$ cat config.mk
export PLATFORM = sky130hd
export DESIGN_NAME = fe2_alu_top
export DESIGN_NICKNAME = d
export VERILOG_FILES = /design/src/source/fp_pkg.sv /design/src/source/stream_pkg.sv /design/src/source/fp_mod_addsub.sv /design/src/source/fp_mod_mul.sv /design/src/source/fp_resource_share.sv /design/src/source/fe2_arithmetic.sv /design/src/source/fe2_alu_top.sv
export SDC_FILE = /design/constraint.sdc
export NUM_CORES = 1
export LEC_CHECK = 0
export ABC_AREA = 1
export BUFFER_PORTS_ARGS = -buffer_cell sky130_fd_sc_hd__buf_4
export CORE_ASPECT_RATIO = 1.25
export CORE_MARGIN = 1.5
export CORE_UTILIZATION = 64
export CTS_CLUSTER_DIAMETER = 150
export CTS_CLUSTER_SIZE = 24
export DETAILED_ROUTE_END_ITERATION = 6
export PLACE_DENSITY = 0.94
export SLEW_MARGIN = 20
export SYNTH_ARGS = -nofsm -noshare
export SYNTH_HDL_FRONTEND = slang
export SYNTH_SLANG_ARGS = --single-unit
export TNS_END_PERCENT = 30
$ cat constraint.sdc
create_clock -name i_clk -period 12.8 [get_ports i_clk]
set_input_delay 2.56 -clock i_clk [delete_from_list [all_inputs] [get_ports i_clk]]
set_output_delay 2.56 -clock i_clk [all_outputs]
set_load 0.01 [all_outputs]
$ cat src/source/fp_pkg.sv
`default_nettype none

package fp_pkg;

  // Prime field parameters
  localparam int FE_BITS = 16;
  localparam logic [FE_BITS-1:0] FE_P = 16'd65521;

  typedef logic [FE_BITS-1:0] fe_t;

  // Element a + b*i of Fp2
  typedef struct packed {
    fe_t re;
    fe_t im;
  } fe2_t;

  typedef struct packed {
    fe_t a;
    fe_t b;
  } fe_pair_t;

  typedef struct packed {
    fe2_t x;
    fe2_t y;
  } fe2_pair_t;

endpackage

`default_nettype wire

$ cat src/source/stream_pkg.sv
`default_nettype none

package stream_pkg;

  // Side information that rides with every request
  typedef struct packed {
    logic [7:0] id;
    logic [1:0] part;
    logic       src;
  } tag_t;

  typedef enum logic {FP_ADD, FP_SUB} fp_op_e;

  typedef struct packed {
    fp_pkg::fe_pair_t opnd;
    tag_t             tag;
  } fp_req_t;

  typedef struct packed {
    fp_pkg::fe_t res;
    tag_t        tag;
  } fp_rsp_t;

  typedef struct packed {
    fp_pkg::fe2_pair_t opnd;
    tag_t              tag;
  } fe2_req_t;

  typedef struct packed {
    fp_pkg::fe2_t res;
    tag_t         tag;
  } fe2_rsp_t;

endpackage

`default_nettype wire

$ cat src/source/fp_mod_addsub.sv
`default_nettype none

module fp_mod_addsub #(
  parameter stream_pkg::fp_op_e OP = stream_pkg::FP_ADD
) (
  input  logic                i_clk,
  input  logic                i_rst,
  input  logic                i_req_valid,
  output logic                o_req_ready,
  input  stream_pkg::fp_req_t i_req,
  output logic                o_rsp_valid,
  input  logic                i_rsp_ready,
  output stream_pkg::fp_rsp_t o_rsp
);

  logic [fp_pkg::FE_BITS:0] raw;
  fp_pkg::fe_t              res;

  // One conditional correction brings the result back into range
  always_comb begin
    if (OP == stream_pkg::FP_ADD) begin
      raw = {1'b0, i_req.opnd.a} + {1'b0, i_req.opnd.b};
      res = (raw >= {1'b0, fp_pkg::FE_P}) ? raw[15:0] - fp_pkg::FE_P : raw[15:0];
    end else begin
      raw = {1'b0, i_req.opnd.a} - {1'b0, i_req.opnd.b};
      res = raw[fp_pkg::FE_BITS] ? raw[15:0] + fp_pkg::FE_P : raw[15:0];
    end
  end

  assign o_req_ready = !o_rsp_valid || i_rsp_ready;

  always_ff @(posedge i_clk) begin
    if (i_rst) begin
      o_rsp_valid <= 1'b0;
    end else if (o_req_ready) begin
      o_rsp_valid <= i_req_valid;
    end
  end

  always_ff @(posedge i_clk) begin
    if (o_req_ready && i_req_valid) begin
      o_rsp.res <= res;
      o_rsp.tag <= i_req.tag;
    end
  end

  a_hold_payload: assert property (@(posedge i_clk) disable iff (i_rst)
    o_rsp_valid && !i_rsp_ready |=> o_rsp_valid && $stable(o_rsp));

endmodule

`default_nettype wire

$ cat src/source/fp_mod_mul.sv
`default_nettype none

module fp_mod_mul (
  input  logic                i_clk,
  input  logic                i_rst,
  input  logic                i_req_valid,
  output logic                o_req_ready,
  input  stream_pkg::fp_req_t i_req,
  output logic                o_rsp_valid,
  input  logic                i_rsp_ready,
  output stream_pkg::fp_rsp_t o_rsp
);

  logic              en;
  logic              v1, v2;
  logic [31:0]       prod1;
  logic [19:0]       fold2;
  stream_pkg::tag_t  tag1, tag2;
  logic [16:0]       fold3;

  // Whole pipe moves together whenever the output can accept
  assign en          = !o_rsp_valid || i_rsp_ready;
  assign o_req_ready = en;

  // Second fold of the top four bits, value stays below 2*P
  assign fold3 = {13'd0, fold2[19:16]} * 17'd15 + {1'b0, fold2[15:0]};

  always_ff @(posedge i_clk) begin
    if (i_rst) begin
      v1          <= 1'b0;
      v2          <= 1'b0;
      o_rsp_valid <= 1'b0;
    end else if (en) begin
      v1          <= i_req_valid;
      v2          <= v1;
      o_rsp_valid <= v2;
    end
  end

  always_ff @(posedge i_clk) begin
    if (en) begin
      prod1 <= i_req.opnd.a * i_req.opnd.b;
      tag1  <= i_req.tag;
      // 2^16 is 15 mod P
      fold2 <= {4'd0, prod1[31:16]} * 20'd15 + {4'd0, prod1[15:0]};
      tag2  <= tag1;
      o_rsp.res <= (fold3 >= {1'b0, fp_pkg::FE_P}) ? fold3[15:0] - fp_pkg::FE_P
                                                   : fold3[15:0];
      o_rsp.tag <= tag2;
    end
  end

  a_reduced: assert property (@(posedge i_clk) disable iff (i_rst)
    o_rsp_valid |-> o_rsp.res < fp_pkg::FE_P);

endmodule

`default_nettype wire

$ cat src/source/fp_resource_share.sv
`default_nettype none

module fp_resource_share (
  input  logic                i_clk,
  input  logic                i_rst,
  input  logic                i_req_valid [2],
  output logic                o_req_ready [2],
  input  stream_pkg::fp_req_t i_req [2],
  output logic                o_unit_valid,
  input  logic                i_unit_ready,
  output stream_pkg::fp_req_t o_unit_req,
  input  logic                i_unit_rsp_valid,
  output logic                o_unit_rsp_ready,
  input  stream_pkg::fp_rsp_t i_unit_rsp,
  output logic                o_rsp_valid [2],
  input  logic                i_rsp_ready [2],
  output stream_pkg::fp_rsp_t o_rsp [2]
);

  logic ptr;
  logic sel;
  logic dst;

  // Alternate only when both inputs compete
  assign sel = (i_req_valid[0] && i_req_valid[1]) ? ptr : i_req_valid[1];

  always_comb begin
    o_unit_valid   = i_req_valid[0] || i_req_valid[1];
    o_unit_req     = i_req[sel];
    o_unit_req.tag.src = sel;
    o_req_ready[0] = i_unit_ready && !sel;
    o_req_ready[1] = i_unit_ready && sel;
  end

  always_ff @(posedge i_clk) begin
    if (i_rst) begin
      ptr <= 1'b0;
    end else if (o_unit_valid && i_unit_ready) begin
      ptr <= !sel;
    end
  end

  // Results go back to whoever issued them
  assign dst = i_unit_rsp.tag.src;

  always_comb begin
    for (int k = 0; k < 2; k++) begin
      o_rsp_valid[k]     = i_unit_rsp_valid && (dst == k[0]);
      o_rsp[k]           = i_unit_rsp;
      o_rsp[k].tag.src   = 1'b0;
    end
    o_unit_rsp_ready = i_rsp_ready[dst];
  end

  // A transfer comes from the stamped requester and the other one is held off
  a_one_grant: assert property (@(posedge i_clk) disable iff (i_rst)
    o_unit_valid && i_unit_ready |->
      i_req_valid[o_unit_req.tag.src] && !o_req_ready[!o_unit_req.tag.src]);

endmodule

`default_nettype wire

$ cat src/source/fe2_arithmetic.sv
`default_nettype none

module fe2_arithmetic (
  input  logic                 i_clk,
  input  logic                 i_rst,
  input  logic                 i_add_valid,
  output logic                 o_add_ready,
  input  stream_pkg::fe2_req_t i_add_req,
  output logic                 o_add_rsp_valid,
  input  logic                 i_add_rsp_ready,
  output stream_pkg::fe2_rsp_t o_add_rsp,
  input  logic                 i_sub_valid,
  output logic                 o_sub_ready,
  input  stream_pkg::fe2_req_t i_sub_req,
  output logic                 o_sub_rsp_valid,
  input  logic                 i_sub_rsp_ready,
  output stream_pkg::fe2_rsp_t o_sub_rsp,
  input  logic                 i_mul_valid,
  output logic                 o_mul_ready,
  input  stream_pkg::fe2_req_t i_mul_req,
  output logic                 o_mul_rsp_valid,
  input  logic                 i_mul_rsp_ready,
  output stream_pkg::fe2_rsp_t o_mul_rsp,
  output logic                 o_add_fp_valid [2],
  input  logic                 i_add_fp_ready [2],
  output stream_pkg::fp_req_t  o_add_fp_req [2],
  input  logic                 i_add_fp_rsp_valid [2],
  output logic                 o_add_fp_rsp_ready [2],
  input  stream_pkg::fp_rsp_t  i_add_fp_rsp [2],
  output logic                 o_sub_fp_valid [2],
  input  logic                 i_sub_fp_ready [2],
  output stream_pkg::fp_req_t  o_sub_fp_req [2],
  input  logic                 i_sub_fp_rsp_valid [2],
  output logic                 o_sub_fp_rsp_ready [2],
  input  stream_pkg::fp_rsp_t  i_sub_fp_rsp [2],
  output logic                 o_mul_fp_valid,
  input  logic                 i_mul_fp_ready,
  output stream_pkg::fp_req_t  o_mul_fp_req,
  input  logic                 i_mul_fp_rsp_valid,
  output logic                 o_mul_fp_rsp_ready,
  input  stream_pkg::fp_rsp_t  i_mul_fp_rsp
);

  // Index 0 is the add path, index 1 the sub path
  logic                 in_valid [2];
  logic                 in_ready [2];
  stream_pkg::fe2_req_t in_req [2];
  logic                 out_valid [2];
  logic                 out_ready [2];
  stream_pkg::fe2_rsp_t out_rsp [2];
  logic                 fp_valid [2];
  logic                 fp_ready [2];
  stream_pkg::fp_req_t  fp_req [2];
  logic                 fp_rsp_valid [2];
  logic                 fp_rsp_ready [2];
  stream_pkg::fp_rsp_t  fp_rsp [2];

  assign in_valid     = '{i_add_valid, i_sub_valid};
  assign in_req       = '{i_add_req, i_sub_req};
  assign out_ready    = '{i_add_rsp_ready, i_sub_rsp_ready};
  assign fp_ready     = '{i_add_fp_ready[0], i_sub_fp_ready[0]};
  assign fp_rsp_valid = '{i_add_fp_rsp_valid[0], i_sub_fp_rsp_valid[0]};
  assign fp_rsp       = '{i_add_fp_rsp[0], i_sub_fp_rsp[0]};
  assign o_add_ready  = in_ready[0];
  assign o_sub_ready  = in_ready[1];
  assign o_add_rsp_valid = out_valid[0];
  assign o_sub_rsp_valid = out_valid[1];
  assign o_add_rsp    = out_rsp[0];
  assign o_sub_rsp    = out_rsp[1];
  assign o_add_fp_valid[0] = fp_valid[0];
  assign o_sub_fp_valid[0] = fp_valid[1];
  assign o_add_fp_req[0]   = fp_req[0];
  assign o_sub_fp_req[0]   = fp_req[1];
  assign o_add_fp_rsp_ready[0] = fp_rsp_ready[0];
  assign o_sub_fp_rsp_ready[0] = fp_rsp_ready[1];

  for (genvar g = 0; g < 2; g++) begin : g_lin
    typedef enum logic {ST_RE, ST_IM} lin_state_e;
    lin_state_e st;
    logic       seen_re;

    // Component-wise work, re first then im
    always_comb begin
      fp_valid[g]            = in_valid[g];
      fp_req[g].opnd.a       = (st == ST_IM) ? in_req[g].opnd.x.im : in_req[g].opnd.x.re;
      fp_req[g].opnd.b       = (st == ST_IM) ? in_req[g].opnd.y.im : in_req[g].opnd.y.re;
      fp_req[g].tag          = in_req[g].tag;
      fp_req[g].tag.part     = {1'b0, st == ST_IM};
      fp_req[g].tag.src      = 1'b0;
      in_ready[g]            = (st == ST_IM) && fp_ready[g];
      fp_rsp_ready[g]        = !out_valid[g] || out_ready[g];
    end

    always_ff @(posedge i_clk) begin
      if (i_rst) begin
        st           <= ST_RE;
        out_valid[g] <= 1'b0;
        seen_re      <= 1'b0;
      end else begin
        if (fp_valid[g] && fp_ready[g])
          st <= (st == ST_RE) ? ST_IM : ST_RE;
        if (out_valid[g] && out_ready[g])
          out_valid[g] <= 1'b0;
        if (fp_rsp_valid[g] && fp_rsp_ready[g]) begin
          seen_re <= !fp_rsp[g].tag.part[0];
          if (fp_rsp[g].tag.part[0])
            out_valid[g] <= 1'b1;
        end
      end
    end

    always_ff @(posedge i_clk) begin
      if (fp_rsp_valid[g] && fp_rsp_ready[g]) begin
        if (fp_rsp[g].tag.part[0]) begin
          out_rsp[g].res.im <= fp_rsp[g].res;
          out_rsp[g].tag    <= fp_rsp[g].tag;
        end else begin
          out_rsp[g].res.re <= fp_rsp[g].res;
        end
      end
    end

    a_re_before_im: assert property (@(posedge i_clk) disable iff (i_rst)
      fp_rsp_valid[g] && fp_rsp_ready[g] && fp_rsp[g].tag.part[0] |-> seen_re);
  end

  // Multiply path, four products a*c, b*d, a*d, b*c
  typedef enum logic [1:0] {M_AC, M_BD, M_AD, M_BC} mul_state_e;
  mul_state_e       mst;
  fp_pkg::fe_pair_t sub_pair, add_pair;
  stream_pkg::tag_t sub_tag, add_tag;
  logic             sub_pv, add_pv;
  logic [1:0]       done;
  logic             mul_out;
  logic             sub_free, add_free;

  always_comb begin
    o_mul_fp_valid = i_mul_valid;
    o_mul_fp_req.opnd.a = mst[0] ? i_mul_req.opnd.x.im : i_mul_req.opnd.x.re;
    o_mul_fp_req.opnd.b = (mst == M_AC || mst == M_BC) ? i_mul_req.opnd.y.re
                                                      : i_mul_req.opnd.y.im;
    o_mul_fp_req.tag      = i_mul_req.tag;
    o_mul_fp_req.tag.part = mst;
    o_mul_fp_req.tag.src  = 1'b0;
    o_mul_ready = (mst == M_BC) && i_mul_fp_ready;
  end

  assign sub_free = !sub_pv || i_sub_fp_ready[1];
  assign add_free = !add_pv || i_add_fp_ready[1];
  assign o_mul_fp_rsp_ready = i_mul_fp_rsp.tag.part[1] ? add_free : sub_free;
  assign o_sub_fp_valid[1] = sub_pv;
  assign o_sub_fp_req[1]   = '{opnd: sub_pair, tag: sub_tag};
  assign o_add_fp_valid[1] = add_pv;
  assign o_add_fp_req[1]   = '{opnd: add_pair, tag: add_tag};

  assign o_mul_rsp_valid = &done;
  assign mul_out = o_mul_rsp_valid && i_mul_rsp_ready;
  assign o_sub_fp_rsp_ready[1] = !done[0] || mul_out;
  assign o_add_fp_rsp_ready[1] = !done[1] || mul_out;

  always_ff @(posedge i_clk) begin
    if (i_rst) begin
      mst    <= M_AC;
      sub_pv <= 1'b0;
      add_pv <= 1'b0;
      done   <= 2'b00;
    end else begin
      if (o_mul_fp_valid && i_mul_fp_ready)
        mst <= mul_state_e'(mst + 2'd1);
      if (sub_pv && i_sub_fp_ready[1])
        sub_pv <= 1'b0;
      if (add_pv && i_add_fp_ready[1])
        add_pv <= 1'b0;
      if (i_mul_fp_rsp_valid && o_mul_fp_rsp_ready) begin
        if (i_mul_fp_rsp.tag.part == 2'd1)
          sub_pv <= 1'b1;
        if (i_mul_fp_rsp.tag.part == 2'd3)
          add_pv <= 1'b1;
      end
      if (mul_out)
        done <= 2'b00;
      if (i_sub_fp_rsp_valid[1] && o_sub_fp_rsp_ready[1])
        done[0] <= 1'b1;
      if (i_add_fp_rsp_valid[1] && o_add_fp_rsp_ready[1])
        done[1] <= 1'b1;
    end
  end

  always_ff @(posedge i_clk) begin
    if (i_mul_fp_rsp_valid && o_mul_fp_rsp_ready) begin
      case (i_mul_fp_rsp.tag.part)
        2'd0: sub_pair.a <= i_mul_fp_rsp.res;
        2'd1: sub_pair.b <= i_mul_fp_rsp.res;
        2'd2: add_pair.a <= i_mul_fp_rsp.res;
        default: add_pair.b <= i_mul_fp_rsp.res;
      endcase
      if (i_mul_fp_rsp.tag.part[1])
        add_tag <= i_mul_fp_rsp.tag;
      else
        sub_tag <= i_mul_fp_rsp.tag;
    end
    if (i_sub_fp_rsp_valid[1] && o_sub_fp_rsp_ready[1]) begin
      o_mul_rsp.res.re <= i_sub_fp_rsp[1].res;
      o_mul_rsp.tag    <= i_sub_fp_rsp[1].tag;
    end
    if (i_add_fp_rsp_valid[1] && o_add_fp_rsp_ready[1])
      o_mul_rsp.res.im <= i_add_fp_rsp[1].res;
  end

endmodule

`default_nettype wire

$ cat src/source/fe2_alu_top.sv
`default_nettype none

module fe2_alu_top (
  input  logic                 i_clk,
  input  logic                 i_rst,
  input  logic                 i_add_valid,
  output logic                 o_add_ready,
  input  stream_pkg::fe2_req_t i_add_req,
  output logic                 o_add_rsp_valid,
  input  logic                 i_add_rsp_ready,
  output stream_pkg::fe2_rsp_t o_add_rsp,
  input  logic                 i_sub_valid,
  output logic                 o_sub_ready,
  input  stream_pkg::fe2_req_t i_sub_req,
  output logic                 o_sub_rsp_valid,
  input  logic                 i_sub_rsp_ready,
  output stream_pkg::fe2_rsp_t o_sub_rsp,
  input  logic                 i_mul_valid,
  output logic                 o_mul_ready,
  input  stream_pkg::fe2_req_t i_mul_req,
  output logic                 o_mul_rsp_valid,
  input  logic                 i_mul_rsp_ready,
  output stream_pkg::fe2_rsp_t o_mul_rsp
);

  // Arbiter side links
  logic                a_valid [2], a_ready [2], a_rsp_valid [2], a_rsp_ready [2];
  stream_pkg::fp_req_t a_req [2];
  stream_pkg::fp_rsp_t a_rsp [2];
  logic                s_valid [2], s_ready [2], s_rsp_valid [2], s_rsp_ready [2];
  stream_pkg::fp_req_t s_req [2];
  stream_pkg::fp_rsp_t s_rsp [2];

  // Unit side links
  logic                au_valid, au_ready, au_rsp_valid, au_rsp_ready;
  stream_pkg::fp_req_t au_req;
  stream_pkg::fp_rsp_t au_rsp;
  logic                su_valid, su_ready, su_rsp_valid, su_rsp_ready;
  stream_pkg::fp_req_t su_req;
  stream_pkg::fp_rsp_t su_rsp;
  logic                m_valid, m_ready, m_rsp_valid, m_rsp_ready;
  stream_pkg::fp_req_t m_req;
  stream_pkg::fp_rsp_t m_rsp;

  fe2_arithmetic u_arith (
    .i_clk, .i_rst,
    .i_add_valid, .o_add_ready, .i_add_req, .o_add_rsp_valid, .i_add_rsp_ready, .o_add_rsp,
    .i_sub_valid, .o_sub_ready, .i_sub_req, .o_sub_rsp_valid, .i_sub_rsp_ready, .o_sub_rsp,
    .i_mul_valid, .o_mul_ready, .i_mul_req, .o_mul_rsp_valid, .i_mul_rsp_ready, .o_mul_rsp,
    .o_add_fp_valid(a_valid), .i_add_fp_ready(a_ready), .o_add_fp_req(a_req),
    .i_add_fp_rsp_valid(a_rsp_valid), .o_add_fp_rsp_ready(a_rsp_ready), .i_add_fp_rsp(a_rsp),
    .o_sub_fp_valid(s_valid), .i_sub_fp_ready(s_ready), .o_sub_fp_req(s_req),
    .i_sub_fp_rsp_valid(s_rsp_valid), .o_sub_fp_rsp_ready(s_rsp_ready), .i_sub_fp_rsp(s_rsp),
    .o_mul_fp_valid(m_valid), .i_mul_fp_ready(m_ready), .o_mul_fp_req(m_req),
    .i_mul_fp_rsp_valid(m_rsp_valid), .o_mul_fp_rsp_ready(m_rsp_ready), .i_mul_fp_rsp(m_rsp)
  );

  fp_resource_share share_add (
    .i_clk, .i_rst,
    .i_req_valid(a_valid), .o_req_ready(a_ready), .i_req(a_req),
    .o_unit_valid(au_valid), .i_unit_ready(au_ready), .o_unit_req(au_req),
    .i_unit_rsp_valid(au_rsp_valid), .o_unit_rsp_ready(au_rsp_ready), .i_unit_rsp(au_rsp),
    .o_rsp_valid(a_rsp_valid), .i_rsp_ready(a_rsp_ready), .o_rsp(a_rsp)
  );

  fp_resource_share share_sub (
    .i_clk, .i_rst,
    .i_req_valid(s_valid), .o_req_ready(s_ready), .i_req(s_req),
    .o_unit_valid(su_valid), .i_unit_ready(su_ready), .o_unit_req(su_req),
    .i_unit_rsp_valid(su_rsp_valid), .o_unit_rsp_ready(su_rsp_ready), .i_unit_rsp(su_rsp),
    .o_rsp_valid(s_rsp_valid), .i_rsp_ready(s_rsp_ready), .o_rsp(s_rsp)
  );

  fp_mod_addsub #(.OP(stream_pkg::FP_ADD)) u_fp_add (
    .i_clk, .i_rst,
    .i_req_valid(au_valid), .o_req_ready(au_ready), .i_req(au_req),
    .o_rsp_valid(au_rsp_valid), .i_rsp_ready(au_rsp_ready), .o_rsp(au_rsp)
  );

  fp_mod_addsub #(.OP(stream_pkg::FP_SUB)) u_fp_sub (
    .i_clk, .i_rst,
    .i_req_valid(su_valid), .o_req_ready(su_ready), .i_req(su_req),
    .o_rsp_valid(su_rsp_valid), .i_rsp_ready(su_rsp_ready), .o_rsp(su_rsp)
  );

  fp_mod_mul u_fp_mul (
    .i_clk, .i_rst,
    .i_req_valid(m_valid), .o_req_ready(m_ready), .i_req(m_req),
    .o_rsp_valid(m_rsp_valid), .i_rsp_ready(m_rsp_ready), .o_rsp(m_rsp)
  );

endmodule

`default_nettype wire

==> results of run 1 <==
metrics by stage:
stage	worst slack [ns]	cells	instance area, sq um
global placement	3.88	3862	31400
CTS	4.31	3896	31900
finish	4.17	3898	32000
global route	4.07	3897	31900
floorplan	4.78	2986	28000
detailed placement	3.83	3862	31400
cells in the mapped netlist (2+ instances only):
library cell / number / area [sq um]
nand2_1: 712 / 2670
o21ai_0: 96 / 480
nand2_2: 11 / 68.8
o21a_1: 6 / 45.0
inv_2: 2 / 7.51
o31ai_1: 2 / 15.0
edfxtp_1: 358 / 10800
nor4_1: 3 / 18.8
o21ai_1: 9 / 45.0
nor2_4: 2 / 22.5
fa_1: 249 / 4980
buf_2: 5 / 25.0
dfxtp_1: 15 / 300
buf_4: 5 / 37.5
xor2_1: 58 / 508
a21o_1: 4 / 30.0
clkinv_1: 7 / 26.3
nand3_1: 82 / 410
ha_1: 188 / 2350
inv_1: 490 / 1840
or2_2: 3 / 18.8
a31oi_1: 51 / 319
nor3_1: 21 / 105
and2_1: 5 / 31.3
nand4_1: 46 / 288
xnor2_1: 30 / 263
nand3b_1: 9 / 67.6
clkbuf_1: 62 / 233
buf_1: 5 / 18.8
or2_1: 2 / 12.5
a211oi_1: 5 / 37.5
xor2_2: 2 / 32.5
a21oi_1: 94 / 470
o211ai_1: 10 / 75.1
nand3_4: 3 / 52.6
nor2_1: 304 / 1140
o21bai_1: 7 / 52.6
buf_6: 2 / 22.5
nor2_2: 6 / 37.5
nand3_2: 4 / 40.0
layer usage:
layer	wire [um]	global-route usage [%]	up-vias
li1	-	-	10200
met1	24800	38.3	10800
met2	39200	60.8	1533
met3	8070	6.61	379
met4	6460	24.5	2
met5	13	0	-
area by class of cell:
type                       count  share of cell area, %
sequential                   373                   34.6
inverter                     499                   5.87
clock buffer                  32                   1.64
clock inverter                 2                 0.0783
multi-input combinational   2035                   46.4
timing repair buffer         390                   9.18
antenna                        2                 0.0157
tap                          565                   2.21
registers in the layout, summed over array words and instances (netlist names), 2 cells and up:
register	flops
u_arith.out_valid	2
u_fp_mul.tag1	10
u_arith.g_lin.st	2
u_fp_mul.fold2	20
u_fp_mul.tag2	10
u_fp_mul.o_rsp	26
u_arith.out_rsp	83
u_arith.mst	2
u_arith.done	2
u_arith.o_mul_rsp	41
u_fp_add.o_rsp	26
u_arith.o_sub_fp_req	41
u_arith.o_add_fp_req	41
u_fp_mul.prod1	32
u_fp_sub.o_rsp	26
cell families (layout without fill, tap and decap cells):
| group | count (synthesis) | count (layout) | synth area share [%] |
|---|---|---|---|
| and+or+nand+nor | 1217 | 1217 | 18.0 |
| DFF | 373 | 373 | 39.4 |
| adders and majority gates | 437 | 437 | 26.2 |
| other | 1 | 7 | 0.0134 |
| AOI/OAI and AO/OA | 286 | 286 | 5.66 |
| buffers and inverters | 578 | 923 | 7.89 |
| xor gates and xnor gates | 90 | 90 | 2.87 |
cells in the final DEF, fill, tap and decap left out, types with 14 or more instances in the layout:
cell type	instances
a31oi_1	51
nand4_1	46
inv_1	489
xor2_1	58
edfxtp_1	358
ha_1	188
fa_1	249
nor3_1	18
o21ai_0	88
clkbuf_16	19
a21oi_1	92
nand2_1	712
xnor2_1	30
o21ai_1	14
buf_4	389
dfxtp_1	15
nor2_1	303
nand3_1	82
final timing paths:
| path | from | end | slack, ns | cells past startpoint |
|---|---|---|---|---|
| max | i_mul_req[62] | u_fp_mul.prod1[25] | 4.17 | 24 |
| min | u_fp_add.o_rsp[10] | u_arith.out_rsp[0][9] | 0.43 | 0 |
| max reg2reg | u_arith.mst[0] | u_fp_mul.prod1[25] | 5.02 | 23 |
| min reg2reg | u_fp_add.o_rsp[10] | u_arith.out_rsp[0][9] | 0.43 | 0 |
worst max-delay path: stages:
cell and delay, ns:
buf_4 0.08, inv_1 0.02, o21ai_0 0.67, inv_1 0.51, nor2_1 0.25, fa_1 0.43
inv_1 0.09, fa_1 0.39, inv_1 0.07, fa_1 0.42, fa_1 0.45, fa_1 0.55
inv_1 0.07, fa_1 0.48, inv_1 0.05, ha_1 0.38, nand2_1 0.14, o21ai_0 0.41
o21bai_1 0.23, a21oi_1 0.12, o21ai_0 0.32, nand2_1 0.09, nand2_1 0.08, xor2_1 0.06
==> metrics.md, run 1 <==
| Metric | Value |
|---|---|
| Outcome | finished clean |
| Slew headroom | 29.9% |
| RePlAce Congestion | 0.994 |
| RSZ-0062 raised after global routing | false |
| Worst setup SP type | input pin |
| Post_cts resized | 0 |
| Die Y | approximately 240 um |
| Number of flops mapped to enable cells by yosys | 358 |
| Seq/Total Area, Yosys | 39.4% |
| Period minus WS final | 8.63 ns |
| Yosys cell types | 47 |
| Yosys reg bits | roughly 370 |
| GR Overflow Total | 0 |
| Share of cells above drive strength 1 | a little over an eighth |
| Vias in the first global route | approximately 23,000 |
| Placeable Area | 43,200 sq um |
| CTS max path bufs | 3 |
| Row cnt | 85 |
| TritonCTS Buffers | 19 |
| Via/cell ratio | 5.87 |
| Final setup TNS | 0 ns |
| Max cap viols | 0 |
| Initial antenna violation count | 3 |
| Routed via count | 22,900 |
| All-layer global routing usage | between 30% and 40% |
| Detailed-route wire length | ~80,000 um |
| Detailed Place HPWL | about 62,000 um |
| Drt drc | 0 |
| Num ports | about 370 |
| Crit path DAT | 8.93 ns |
| Drt wl/cell | a little over 20 um |
| Syn Std Cell Area | ~28,000 sq um |
| Root buffer cell | clkbuf_16 |
| Fin crit share | roughly 67% |
| CTS tree | yes |
| DRT antenna net count | 0 |
| CP max FO | 11 |
| Pin count of the biggest net entering global routing | 91 |
| Critical path required time | around 13 ns |
| Htree depth | 1 |
| Clock-pin slew on the worst setup and hold paths | ~0.1 ns |
| Average cell area after synthesis | ~9.4 sq um |
| Final hold vios | 0 |
| Iter 0 DRT Violations | between 2,000 and 2,500 |
| Worst Tran Pin Value | roughly 1.0 ns |
| Clock sink count | between 300 and 400 |
| Utilization after layout | 74.0% |
| Reg area | 11,100 sq um |
| Hold WS | between 0.4 and 0.5 ns |
| Ys async rst share | 0% |
| Achievable Freq | about 120 MHz |
| First-pass GRT wire length | between 100,000 and 150,000 um |
| Critical setup path kind | in -> reg |
| Worst hold path type | reg -> reg |
| First-pass DRT Iterations | 7 |
| Final setup fails | 0 |
| Fillers | roughly 2,700 |
| Nets@finish | 3,988 |
| Clk_lat worst skew | ~0.55 ns |
| Buffers added on ports | 353 |
| Die ar. | approximately 45,000 sq um |
| Initial core utilization | between 60% and 70% |
| Fin Clk Skew | between 0.02 and 0.03 ns |
| Postcts setup bufs | 0 |
| Area Overhead vs Synth | 14.0% |
| DIE WIDTH | 190 um |
| Crit end category | register |
| Area of the multi-input gates | roughly 15,000 sq um |
| Synthesis Warnings | 0 |
| Synth Flop Type | edfxtp_1 |
| Max-slew violation count | 0 |
| Hold-fix buffers, CTS | 0 |
| Cells after Synth | about 3,000 |
Power of run 1 is not shown: default switching activity piles up to over one toggle a cycle in this logic, so the estimate is an artifact.
==> run 2, diff against run 1 <==
Settings changed: CORE_UTILIZATION 64 to 60, PLACE_DENSITY 0.94 to 0.89.
Clock period 12.8 ns to 8.2 ns, I/O delays scaled along.
==> run 2 against run 1 <==
Global-route usage decreased by 3.9 points. Clock skew increased by 0.014 ns. Non-clock buffer count increased by 19. First-iteration DRC count decreased by 23%. Die area increased by 6.6%. Flip-flop and latch count unchanged. Routed wire length decreased by 4.9%. Critical path type is now reg -> reg. Critical endpoint unchanged. Largest cell class unchanged.
==> metrics.md, run 2 (same netlist as run 1, synthesis figures left out) <==
| Metric | Value |
|---|---|
| CTS tree | yes |
| GR Overflow Total | 0 |
| Metal2 WL | 38,000 um |
| Buffers added on ports | between 300 and 400 |
| Routed via count | between 20,000 and 25,000 |
| Reg with most FFs | u_arith.out_rsp |
| Critical setup path kind | reg -> reg |
| Initial core utilization | about three fifths |
| Fillers | about 3,200 |
| Fin crit share | between 80 and 90% |
| Achievable Freq | 138 MHz |
| Row cnt | 88 |
| Worst setup SP type | register |
| First-pass GRT wire length | approximately 120,000 um |
| Reg area | between 10,000 and 15,000 sq um |
| Met1 WL | approximately 26,000 um |
| Postcts setup bufs | 0 |
| Detailed Place HPWL | just under 60,000 um |
| Iter 0 DRT Violations | ~1,800 |
| CP max FO | 32 |
| Max FFs per register | 83 |
| Num ports | roughly 370 |
| Drt wl/cell | between 15 and 20 um |
| Top Metal Used | met5 |
| RSZ-0062 raised after global routing | false |
| Clk_lat worst skew | approximately 0.55 ns |
| Final setup TNS | 0 ns |
| All-layer global routing usage | 31.0% |
| Slew headroom | around a quarter |
| WL met3 | about 6000 um |
| Die ar. | 48,000 sq um |
| Commonest cells after routing, fill and taps aside | 712 x nand2_1, 489 x inv_1, 409 x buf_4, 358 x edfxtp_1, 303 x nor2_1 |
| Most common cell after layout, fill and taps aside | nand2_1 |
| Share of cells above drive strength 1 | roughly 14% |
| Worst Tran Pin Value | ~1.1 ns |
| Die Y | 245 um |
| Critical path required time | about 8.5 ns |
| Final setup fails | 0 |
| Max-slew violation count | 0 |
| Area Overhead vs Synth | 14.6% |
| Worst hold path type | reg -> reg |
| Vias in the first global route | ~22,000 |
| Clock sink count | approximately 370 |
| Htree depth | 1 |
| Drt drc | 0 |
| Detailed-route wire length | 74,600 um |
| Post_cts resized | 0 |
| Max cap viols | 0 |
| Hold-fix buffers, CTS | 0 |
| DIE WIDTH | a little under 200 um |
| Crit path DAT | around 7.5 ns |
| Fin Clk Skew | about 0.04 ns |
| Root buffer cell | clkbuf_16 |
| Outcome | finished clean |
| Area of the multi-input gates | 14,800 sq um |
| TritonCTS Buffers | 19 |
| RePlAce Congestion | 0.979 |
| Period minus WS final | slightly above 7 ns |
| First-pass DRT Iterations | 6 |
| Clock-pin slew on the worst setup and hold paths | around 0.11 ns |
| Crit end category | register |
| Initial antenna violation count | 3 |
| Placeable Area | between 40,000 and 50,000 sq um |
| Via/cell ratio | 5.68 |
| CTS max path bufs | 3 |
| Pin count of the biggest net entering global routing | ~60 |
| Final hold vios | 0 |
| Nets@finish | 4,007 |
| DRT antenna net count | 0 |
## run 2: path summary, 6_finish.rpt
kind / from / to / slack [ns] / cells past startpoint
max: u_arith.mst[1] / u_fp_mul.prod1[25] / 0.95 / 25
min: u_fp_mul.tag2[6] / u_fp_mul.o_rsp[6] / 0.40 / 0
max reg2reg: u_arith.mst[1] / u_fp_mul.prod1[25] / 0.95 / 25
min reg2reg: u_fp_mul.tag2[6] / u_fp_mul.o_rsp[6] / 0.40 / 0
## run 2: per-stage QoR
stage | cell area, sq um | std cells | worst slack (ns) | utilization [%] | hold slack [ns]
after detailed placement | 31600 | 3901 | 0.627 | 68.4 | 0.405
final | 32100 | 3936 | 0.952 | 69.6 | 0.403
after global routing | 32100 | 3936 | 0.490 | 69.6 | 0.420
after CTS | 32100 | 3935 | 1.00 | 69.6 | 0.405
after global placement | 31600 | 3901 | 0.715 | 68.4 | 0.401
after floorplan | 28000 | 2986 | 1.10 | - | 0.400
## run 2: critical path, cell delays in order, from the launching register on
cell and delay, ns:
dfxtp_1 0.34, ha_1 0.92, o21ai_0 0.27, buf_4 0.21
inv_1 0.36, nor2_1 0.11, fa_1 0.52, inv_1 0.05
fa_1 0.46, fa_1 0.52, inv_1 0.05, fa_1 0.52
fa_1 0.50, inv_1 0.05, fa_1 0.50, inv_1 0.06
ha_1 0.34, a21oi_1 0.22, o21ai_0 0.11, inv_1 0.10
o21bai_1 0.07, a21oi_1 0.21, o21ai_0 0.18, nand2_1 0.09
nand2_1 0.06, xor2_1 0.14
## run 2: routing by layer
| layer | global-route usage [%] | vias to the layer above |
|---|---|---|
| li1 | - | 10200 |
| met1 | 35.5 | 10600 |
| met2 | 55.7 | 1222 |
| met3 | 3.96 | 264 |
| met4 | 18.2 | 6 |
| met5 | 0 | - |
## run 2: layout make-up
class | count | area share (%)
multi-input combinational | 2035 | 46.2
sequential | 373 | 34.4
tap | 585 | 2.28
clock buffer | 32 | 1.63
clock inverter | 2 | 0.0779
timing repair buffer | 409 | 9.56
inverter | 499 | 5.84
antenna | 1 | 0.00779
Power of run 2 is left out for the same reason.
==> run 3, diff against run 2 <==
Settings changed: CORE_UTILIZATION 60 to 45, PLACE_DENSITY 0.89 to 0.72.
==> run 3 against run 2 <==
Worst setup slack improved by 0.063 ns. Register-to-register slack better by 0.06 ns. Sequential share of layout area fell by 0.32 points. Clock skew rose by 0.0038 ns. Flip-flop and latch count did not move. Cell area up 0.93%. Final cell count increased by 6.3%. Via count shrank 5.6%. Global-route usage fell by 9.7 points. Non-clock buffer count fell by 1. Routed wire length fell by 6.8%. Fmax grew 0.88%. Critical path type unchanged. Critical endpoint unchanged.
==> metrics.md, run 3 (same netlist as run 1, synthesis figures left out) <==
| Metric | Value |
|---|---|
| Outcome | finished clean |
| Share of cells above drive strength 1 | 14.2% |
| Detailed Place HPWL | roughly 58,000 um |
| GR Overflow Total | 0 |
| Detailed-route wire length | 69,600 um |
| Num ports | ~370 |
| CTS max path bufs | 3 |
| Crit path DAT | between 7 and 8 ns |
| Initial core utilization | between 40% and 50% |
| Final setup fails | 0 |
| Drt wl/cell | 16.6 um |
| Worst hold path type | reg -> reg |
| Die Y | around 280 um |
| RSZ-0062 raised after global routing | false |
| Utilization after layout | 52.5% |
| Commonest cells after routing, fill and taps aside | 712 x nand2_1, 489 x inv_1, 407 x buf_4, 358 x edfxtp_1, 303 x nor2_1 |
| Achievable Freq | between 100 and 150 MHz |
| Crit end category | register |
| Root buffer cell | clkbuf_16 |
| RePlAce Congestion | between 0.9 and 1 |
| Max cap viols | 0 |
| Die ar. | 63,800 sq um |
| Worst setup SP type | register |
| Via/cell ratio | just over 5 |
| Critical path required time | ~8.5 ns |
| Worst Tran Pin Value | 1.03 ns |
| Final hold vios | 0 |
| DP Area | 31,900 sq um |
| Routed via count | 21,100 |
| Initial antenna violation count | 3 |
| DIE WIDTH | between 200 and 250 um |
| Postcts setup bufs | 0 |
| CTS tree | yes |
| DRT antenna net count | 0 |
| Pin count of the biggest net entering global routing | 91 |
| Fin Clk Skew | between 0.04 and 0.05 ns |
| Fin crit share | approximately 88% |
| Clock sink count | 373 |
| Iter 0 DRT Violations | 1,248 |
| Reg with most FFs | u_arith.out_rsp |
| Buffers added on ports | approximately 350 |
| First-pass GRT wire length | between 100,000 and 150,000 um |
| Critical setup path kind | reg -> reg |
| Final setup TNS | 0 ns |
| Max FFs per register | 83 |
| Clock-pin slew on the worst setup and hold paths | 0.11 ns |
| Reg2Reg Setup Slack | a little over 1 ns |
| Design Area, Final | 32,400 sq um |
| Post_cts resized | 0 |
| Dpl cells | ~4,100 |
| Htree depth | 1 |
| CP max FO | 30 |
| First-pass DRT Iterations | 5 |
| Clk_lat worst skew | between 0.5 and 0.6 ns |
| All-layer global routing usage | approximately a fifth |
| Vias in the first global route | roughly 20,000 |
| Max-slew violation count | 0 |
| Placeable Area | around 60,000 sq um |
| Drt drc | 0 |
| Row cnt | 102 |
| Nets@finish | between 4,000 and 5,000 |
| Non-filler cells, final | ~4,200 |
| Area Overhead vs Synth | 15.7% |
| Period minus WS final | just over 7 ns |
| Slew headroom | 31.4% |
| Most common cell after layout, fill and taps aside | nand2_1 |
| TritonCTS Buffers | 19 |
| Hold-fix buffers, CTS | 0 |
## run 3: worst max-delay path, cell delays in order, from the launching register on
cell and delay (ns):
dfxtp_1 0.34, ha_1 0.86, o21ai_0 0.26, buf_4 0.21, inv_1 0.39, nor2_1 0.13, fa_1 0.56, inv_1 0.05
fa_1 0.48, inv_1 0.05, fa_1 0.48, fa_1 0.51, fa_1 0.50, inv_1 0.05, fa_1 0.48, inv_1 0.04
ha_1 0.32, a21oi_1 0.20, o21ai_0 0.17, o21bai_1 0.18, a21oi_1 0.20, o21ai_0 0.18, nand2_1 0.09, nand2_1 0.06
xor2_1 0.13
## run 3: final cells by class
class | count | area [sq um]
fill | 5638 | 29400
multi-input combinational | 2035 | 14800
sequential | 373 | 11100
timing repair buffer | 408 | 3070
inverter | 499 | 1880
tap | 832 | 1040
clock buffer | 31 | 520
clock inverter | 2 | 25.0
antenna | 2 | 5.00
## run 3: final timing paths
| check | to | start | depth (start not counted) |
|---|---|---|---|
| setup / recovery | u_fp_mul.prod1[25] | u_arith.mst[1] | 24 |
| hold reg to reg | u_fp_mul.o_rsp[9] | u_fp_mul.tag2[9] | 0 |
| setup reg to reg | u_fp_mul.prod1[25] | u_arith.mst[1] | 24 |
| hold / removal | u_fp_mul.o_rsp[9] | u_fp_mul.tag2[9] | 0 |
## run 3: per-layer routing
layer | global-route usage, % | share of wire, %
met1 | 25.2 | 38
met2 | 39.5 | 52
met4 | 8.46 | 3.9
met5 | 0 | 0.011
met3 | 2.45 | 5.7
## run 3: per-stage QoR
| stage | setup WS [ns] | hold WS (ns) |
|---|---|---|
| after floorplan | 1.10 | 0.400 |
| after global placement | 0.599 | 0.401 |
| after detailed placement | 0.568 | 0.405 |
| after CTS | 0.994 | 0.399 |
| after global routing | 0.622 | 0.411 |
| final | 1.02 | 0.400 |
Power of run 3 is left out for the same reason.
